File: src/common/soc_pkg.sv
package soc_pkg;

    // data word shared by every register
    typedef logic [31:0] word_t;

    // one access from the bus master
    typedef struct packed {
        logic  valid;
        logic  write;
        word_t addr;
        word_t wdata;
    } bus_req_t;

    // read answer, one cycle after the request
    typedef struct packed {
        logic  valid;
        word_t rdata;
    } bus_rsp_t;

    // one-hot target select
    typedef struct packed {
        logic clint;
        logic timer_fast;
        logic timer_slow;
        logic buttons;
    } target_sel_t;

    // address map
    localparam word_t CLINT_BASE  = 32'h0200_0000;
    localparam word_t TIMER_BASE  = 32'h1000_0000;
    localparam word_t BUTTON_BASE = 32'h1000_0100;

    // cycle counters inside the timer range
    localparam word_t TIMER_FAST_ADDR = TIMER_BASE;
    localparam word_t TIMER_SLOW_ADDR = TIMER_BASE + 32'd4;

    // clint register offsets
    localparam logic [15:0] MSIP_OFS        = 16'h0000;
    localparam logic [15:0] MTIMECMP_LO_OFS = 16'h4000;
    localparam logic [15:0] MTIMECMP_HI_OFS = 16'h4004;
    localparam logic [15:0] MTIME_LO_OFS    = 16'hBFF8;
    localparam logic [15:0] MTIME_HI_OFS    = 16'hBFFC;

    // read value for holes in the map
    localparam word_t UNMAPPED_DATA = 32'h0000_0000;

    localparam int NUM_BUTTONS = 8;

endpackage

File: src/rtl/reset_sync.sv
`timescale 1ns/10ps

module reset_sync #(
    parameter int RESET_CNT_WIDTH = 4
) (
    input  logic clk,
    input  logic ext_reset,
    output logic rst_n
);

    logic [RESET_CNT_WIDTH-1:0] reset_cnt;

    // counter is cleared at once, released only on clock edges
    always_ff @(posedge clk or negedge ext_reset) begin
        if (!ext_reset) begin
            reset_cnt <= '0;
        end else if (!rst_n) begin
            reset_cnt <= reset_cnt + 1'b1;
        end
    end

    // internal reset ends once the counter saturates
    assign rst_n = &reset_cnt;

endmodule

File: src/rtl/periph_bus.sv
`timescale 1ns/10ps

module periph_bus import soc_pkg::*; (
    input  logic        clk,
    input  logic        rst_n,
    input  bus_req_t    req,
    output target_sel_t wr_sel,
    input  word_t       clint_rdata,
    input  word_t       fast_rdata,
    input  word_t       slow_rdata,
    input  word_t       button_rdata,
    output bus_rsp_t    rsp
);

    target_sel_t hit;
    logic        rd_strobe;
    word_t       rd_word;
    logic        rsp_valid_q;
    word_t       rsp_data_q;

    // address decode
    // the clint owns its whole 64k window, the others are single words
    always_comb begin
        hit            = '0;
        hit.clint      = (req.addr[31:16] == CLINT_BASE[31:16]);
        hit.timer_fast = (req.addr == TIMER_FAST_ADDR);
        hit.timer_slow = (req.addr == TIMER_SLOW_ADDR);
        hit.buttons    = (req.addr == BUTTON_BASE);
    end

    assign wr_sel    = (req.valid && req.write) ? hit : '0;
    assign rd_strobe = req.valid && !req.write;

    // targets answer combinationally for the current address
    always_comb begin
        if (hit.clint) begin
            rd_word = clint_rdata;
        end else if (hit.timer_fast) begin
            rd_word = fast_rdata;
        end else if (hit.timer_slow) begin
            rd_word = slow_rdata;
        end else if (hit.buttons) begin
            rd_word = button_rdata;
        end else begin
            rd_word = UNMAPPED_DATA;
        end
    end

    always_ff @(posedge clk or negedge rst_n) begin
        if (!rst_n) begin
            rsp_valid_q <= 1'b0;
        end else begin
            rsp_valid_q <= rd_strobe;
        end
    end

    always_ff @(posedge clk) begin
        if (rd_strobe) begin
            rsp_data_q <= rd_word;
        end
    end

    assign rsp.valid = rsp_valid_q;
    assign rsp.rdata = rsp_data_q;

    // an answer never carries unknown data from a target
    assert property (@(posedge clk) disable iff (!rst_n)
        rsp.valid |-> !$isunknown(rsp.rdata));

    // a strobe comes with a known command and address
    assert property (@(posedge clk) disable iff (!rst_n)
        req.valid |-> !$isunknown({req.write, req.addr}));

endmodule

File: src/clint/clint.sv
`timescale 1ns/10ps

module clint import soc_pkg::*; (
    input  logic        clk,
    input  logic        rst_n,
    input  logic        wr,
    input  logic [15:0] addr,
    input  word_t       wdata,
    output word_t       rdata,
    output logic        msw_irq,
    output logic        mtimer_irq
);

    logic [63:0] mtime_q;
    logic [63:0] mtime_d;
    logic [63:0] mtimecmp_q;
    logic [63:0] mtimecmp_d;
    logic        msip_q;

    // next values, a write to mtime replaces that cycle's increment
    always_comb begin
        mtime_d    = mtime_q + 64'd1;
        mtimecmp_d = mtimecmp_q;
        if (wr) begin
            case (addr)
                MTIME_LO_OFS:    mtime_d    = {mtime_q[63:32], wdata};
                MTIME_HI_OFS:    mtime_d    = {wdata, mtime_q[31:0]};
                MTIMECMP_LO_OFS: mtimecmp_d = {mtimecmp_q[63:32], wdata};
                MTIMECMP_HI_OFS: mtimecmp_d = {wdata, mtimecmp_q[31:0]};
                default: ;
            endcase
        end
    end

    always_ff @(posedge clk or negedge rst_n) begin
        if (!rst_n) begin
            mtime_q    <= '0;
            mtimecmp_q <= '1;
            msip_q     <= 1'b0;
            mtimer_irq <= 1'b0;
        end else begin
            mtime_q    <= mtime_d;
            mtimecmp_q <= mtimecmp_d;
            // compare on next values so irq tracks a write within one cycle
            mtimer_irq <= (mtime_d >= mtimecmp_d);
            if (wr && addr == MSIP_OFS) begin
                msip_q <= wdata[0];
            end
        end
    end

    assign msw_irq = msip_q;

    // register read mux
    always_comb begin
        case (addr)
            MSIP_OFS:        rdata = {31'b0, msip_q};
            MTIMECMP_LO_OFS: rdata = mtimecmp_q[31:0];
            MTIMECMP_HI_OFS: rdata = mtimecmp_q[63:32];
            MTIME_LO_OFS:    rdata = mtime_q[31:0];
            MTIME_HI_OFS:    rdata = mtime_q[63:32];
            default:         rdata = UNMAPPED_DATA;
        endcase
    end

    // a register write carries a known offset and value
    assert property (@(posedge clk) disable iff (!rst_n)
        wr |-> !$isunknown({addr, wdata}));

endmodule

File: src/rtl/cycle_timer.sv
`timescale 1ns/10ps

module cycle_timer import soc_pkg::*; #(
    parameter int DIVISION = 1
) (
    input  logic  clk,
    input  logic  rst_n,
    output word_t count
);

    logic tick;

    generate
        if (DIVISION == 1) begin : g_no_prescale
            assign tick = 1'b1;
        end else begin : g_prescale
            localparam int PRE_W = $clog2(DIVISION);

            logic [PRE_W-1:0] pre_q;

            // wraps after DIVISION clocks
            always_ff @(posedge clk or negedge rst_n) begin
                if (!rst_n) begin
                    pre_q <= '0;
                end else if (tick) begin
                    pre_q <= '0;
                end else begin
                    pre_q <= pre_q + 1'b1;
                end
            end

            assign tick = (pre_q == PRE_W'(DIVISION - 1));
        end
    endgenerate

    always_ff @(posedge clk or negedge rst_n) begin
        if (!rst_n) begin
            count <= '0;
        end else if (tick) begin
            count <= count + 32'd1;
        end
    end

endmodule

File: src/rtl/button_port.sv
`timescale 1ns/10ps

module button_port import soc_pkg::*; (
    input  logic                   clk,
    input  logic                   rst_n,
    input  logic [NUM_BUTTONS-1:0] buttons_n,
    output word_t                  rdata
);

    logic [NUM_BUTTONS-1:0] sync1_q;
    logic [NUM_BUTTONS-1:0] sync2_q;

    // two-flop synchronizer
    // idle level of an active-low button is high
    always_ff @(posedge clk or negedge rst_n) begin
        if (!rst_n) begin
            sync1_q <= '1;
            sync2_q <= '1;
        end else begin
            sync1_q <= buttons_n;
            sync2_q <= sync1_q;
        end
    end

    // pressed buttons read as ones in the low bits
    always_comb begin
        rdata                  = '0;
        rdata[NUM_BUTTONS-1:0] = ~sync2_q;
    end

endmodule

File: src/rtl/soc_periph_top.sv
`timescale 1ns/10ps

module soc_periph_top import soc_pkg::*; #(
    parameter int DIV_SLOW = 50
) (
    input  logic                   clk,
    input  logic                   ext_reset,
    input  bus_req_t               req,
    output bus_rsp_t               rsp,
    input  logic [NUM_BUTTONS-1:0] buttons_n,
    output logic                   msw_irq,
    output logic                   mtimer_irq
);

    logic        rst_n;
    target_sel_t wr_sel;
    word_t       clint_rdata;
    word_t       fast_rdata;
    word_t       slow_rdata;
    word_t       button_rdata;

    reset_sync u_reset_sync (
        .clk       (clk),
        .ext_reset (ext_reset),
        .rst_n     (rst_n)
    );

    periph_bus u_periph_bus (
        .clk          (clk),
        .rst_n        (rst_n),
        .req          (req),
        .wr_sel       (wr_sel),
        .clint_rdata  (clint_rdata),
        .fast_rdata   (fast_rdata),
        .slow_rdata   (slow_rdata),
        .button_rdata (button_rdata),
        .rsp          (rsp)
    );

    // clint sees only the offset inside its window
    clint u_clint (
        .clk        (clk),
        .rst_n      (rst_n),
        .wr         (wr_sel.clint),
        .addr       (req.addr[15:0]),
        .wdata      (req.wdata),
        .rdata      (clint_rdata),
        .msw_irq    (msw_irq),
        .mtimer_irq (mtimer_irq)
    );

    cycle_timer #(.DIVISION(1)) u_timer_fast (
        .clk   (clk),
        .rst_n (rst_n),
        .count (fast_rdata)
    );

    cycle_timer #(.DIVISION(DIV_SLOW)) u_timer_slow (
        .clk   (clk),
        .rst_n (rst_n),
        .count (slow_rdata)
    );

    button_port u_button_port (
        .clk       (clk),
        .rst_n     (rst_n),
        .buttons_n (buttons_n),
        .rdata     (button_rdata)
    );

endmodule

File: config.mk
export PLATFORM = sky130hd
export DESIGN_NAME = soc_periph_top
export DESIGN_NICKNAME = d
export VERILOG_FILES = /design/src/common/soc_pkg.sv /design/src/rtl/reset_sync.sv /design/src/rtl/periph_bus.sv /design/src/clint/clint.sv /design/src/rtl/cycle_timer.sv /design/src/rtl/button_port.sv /design/src/rtl/soc_periph_top.sv
export SDC_FILE = /design/constraint.sdc
export NUM_CORES = 1
export LEC_CHECK = 0
export BUFFER_PORTS_ARGS = -buffer_cell sky130_fd_sc_hd__buf_2
export CAP_MARGIN = 10
export CORE_AREA = 8 8 209 171
export CTS_BUF_LIST = sky130_fd_sc_hd__clkbuf_16
export DETAILED_ROUTE_END_ITERATION = 16
export DIE_AREA = 0 0 217 179
export HOLD_SLACK_MARGIN = 0.03
export PLACE_DENSITY = 0.77
export SLEW_MARGIN = 25
export SYNTH_ARGS = -nofsm -noshare
export SYNTH_HDL_FRONTEND = slang
export SYNTH_HIERARCHICAL = 1
export SYNTH_SLANG_ARGS = --single-unit
File: constraint.sdc
create_clock -name clk -period 3.23 [get_ports clk]
set_clock_uncertainty 0.2 [all_clocks]
set_input_delay 0.4845 -clock clk [delete_from_list [all_inputs] [get_ports clk]]
set_output_delay 0.4845 -clock clk [all_outputs]
set_load 0.02 [all_outputs]
==> metrics.md <==
| Metric | Value |
|---|---|
| DR vias/cell | `5.94` |
| Hold Startpoint | `req[23]` |
| Highest-delay cell along the critical path | `nor4_1` |
| Cts bufs inserted | `28` |
| Worst slew margin | `0.528` |
| Number of remaining DRC errors | `0` |
| CTS clock-pin slew for the worst setup and hold paths | `60 ps` |
| Least-Margin Pin Slew | `708 ps` |
| Wl on met1 | `22400 um` |
| Startpoint Class | `flip-flop` |
| Leakage | `0.00979 uW` |
| Hold Slack | `approximately 37 ps` |
| Total global-route track usage | `0.264` |
| Final Non-Filler Cells | `~2500` |
| Nets | `roughly 2200` |
| DP HPWL | `39000 um` |
| Starting Density | `0.493` |
| Core Box Area | `32200 um2` |
| 1st-iter DRT viols | `1683` |
| Avg Inst Size Synth | `9.70 um2` |
| RSZ-0062 raised after global routing | `yes` |
| Synth-to-layout area growth | `28.7%` |
| H-tree depth | `1` |
| Final setup fails | `1` |
| Crit-path max FO | `8` |
| Max Clock Freq | `272 MHz` |
| P per Cell Area | `324 nW/um2` |
| CP Cell Sequence | `and4_1 > nand3_1 > nor4_1 > and4_4 > a211oi_1 > nor3b_2 > ha_1 > nand4_1 > inv_1 > a221oi_2 > buf_4 > nand2_1 > o21ai_0 > o21ai_1` |
| Critical Path RT | `3500 ps` |
| Mapped cell area | `15900 um2` |
| Final wirelength | `52400 um` |
| Worst-Skew Late Latency | `590 ps` |
| Failing checks | `negative setup slack` |
| CTS Buffer Depth | `3` |
| Max stage delay on crit path | `520 ps` |
| Critical R2R Launch | `u_clint/mtime_q[33]` |
| Final-report hold violation count | `0` |
| CTS tree | `done` |
| VDD IR max | `0.322 mV` |
| First-pass GRT wire length | `82200 um` |
| Synth warn | `6` |
| DIE HEIGHT | `179 um` |
| Area of the die | `~39000 um2` |
| Setup TNS | `-452 ps` |
| Max Used Layer | `met4` |
| Clk root buf | `clkbuf_16` |
| Min cycle time layout | `3680 ps` |
| Routed vias | `14800` |
| Fin crit share | `1.14` |
| Row cnt | `59` |
| Slew Limit Fails | `0` |
| WL per Instance | `21.1 um` |
| GPL Wtd Cong | `between 0.9 and 1` |
| Vias in the first global route | `14800` |
| Critical path class | `flip-flop to flip-flop` |
| CP endpoint kind | `flip-flop` |
| Global route overflow | `0` |
| Crit path launch | `u_clint/mtime_q[33]` |
| Remaining antenna violation count | `0` |
| Status | `finished with violations` |
| Antenna violations before repair | `1` |
| Ports | `111` |
| Cells after Synth | `about 1600` |
| Wire length on met3 | `4410 um` |
| Largest net degree at the start of global routing | `76` |
| Layout cells sized above 1 | `0.337` |
| Setup WS pre-CTS | `-1210 ps` |
| Max-Cap Viols | `0` |
| Cells after DPL | `between 2000 and 2500` |
| Pre-antenna DRT Iters | `5` |
| Design area | `20400 um2` |
| IO Port Bufs | `110` |
| DIE WIDTH | `217 um` |
| TritonCTS Sinks | `253` |
| Hold Path Class | `input pin to flip-flop` |
| Cell Area, Placed | `18900 um2` |
| Crit path DAT | `a little under 4000 ps` |
| Final setup margin | `-452 ps` |
| WL met2 | `23700 um` |
==> per-layer routing <==
metal | up-vias | global-route usage
li1 | 6731 | -
met1 | 7293 | 0.357
met2 | 641 | 0.418
met3 | 111 | 0.0511
met4 | 0 | 0.0974
met5 | - | 0
==> repair_timing <==
item,in CTS,in global routing
endpoints found under the setup margin,1,1
hold buffers,16,0
resized for setup,49,23
hold endpoints to repair,18,0
pin swaps,32,28
setup buffers,17,8
==> area by class of cell <==
type / instances / area [um2]
Fill cell: 2666 / 11800
Inverter: 125 / 474
Timing Repair Buffer: 458 / 3400
Multi-Input combinational cell: 1170 / 8560
Tap cell: 427 / 534
Clock buffer: 28 / 701
Clock inverter: 24 / 165
Sequential cell: 253 / 6590
Antenna cell: 1 / 2.50
==> worst max-delay path, delay by kind of cell (launching register included) <==
family          cells  cell delay, ps
compound gates      4             610
fa+ha+maj           1             270
buf+inv             2             230
flops               1             430
simple gates        7            1810
==> stage by stage <==
step	total power, uW	util
4_1_cts	6670	0.629
3_3_place_gp	3600	0.587
5_1_grt	6820	0.635
6_report	6620	0.635
3_5_place_dp	3600	0.587
2_1_floorplan	3470	-
==> worst paths after layout <==
check / cells past startpoint / end / slack [ps]
worst max-delay path: 14 / u_clint/mtimer_irq / -450
worst min-delay path: 3 / u_clint/mtimecmp_q[23] / 40
worst max register to register: 14 / u_clint/mtimer_irq / -450
worst min register to register: 0 / u_button_port/sync2_q[2] / 160
max in group asynchronous: 3 / u_clint/mtimecmp_q[24] / 1390
min in group asynchronous: 1 / u_clint/mtime_q[10] / 260
==> cell usage in the layout, fill, tap and decap left out, types with 6 or more instances in the layout <==
cell type	instances
a211oi_1	8
a211oi_2	6
a21o_1	12
a21oi_1	52
a32oi_1	32
and2_1	8
and3_1	17
and4_1	22
buf_12	13
buf_2	108
buf_4	314
buf_6	6
clkbuf_16	28
clkinv_1	12
conb_1	24
dfrtp_1	140
dfstp_2	80
dlygate4sd3_1	16
edfxtp_1	32
ha_1	68
inv_1	127
mux2_2	9
mux2i_1	122
nand2_1	96
nand2b_1	35
nand3_1	86
nand4_1	42
nor2_1	106
nor2b_1	7
nor3_1	27
nor3_2	7
nor4_1	22
nor4_2	15
o211ai_1	9
o21a_1	7
o21ai_0	72
o22ai_1	47
o31ai_2	28
xnor2_1	24
xor2_1	42
==> where the power goes <==
part	switching [uW]	leakage, uW	internal, uW
logic	181	0.00650	125
clock network	1390	0.000422	1660
registers	6.43	0.00287	3250
total	1580	0.00979	5040
==> sequential cells by signal (all words and copies together), names as in the netlist <==
| name | cells |
|---|---|
| u_button_port/sync1_q | 8 |
| u_button_port/sync2_q | 8 |
| u_clint/msw_irq | 1 |
| u_clint/mtime_q | 64 |
| u_clint/mtimecmp_q | 64 |
| u_clint/mtimer_irq | 1 |
| u_periph_bus/rsp_data_q | 32 |
| u_periph_bus/rsp_valid_q | 1 |
| u_reset_sync/reset_cnt | 4 |
| u_timer_fast/count | 32 |
| u_timer_slow/count | 32 |
| u_timer_slow/g_prescale.pre_q | 6 |
No activity file was read; power rests on OpenSTA's default activity.
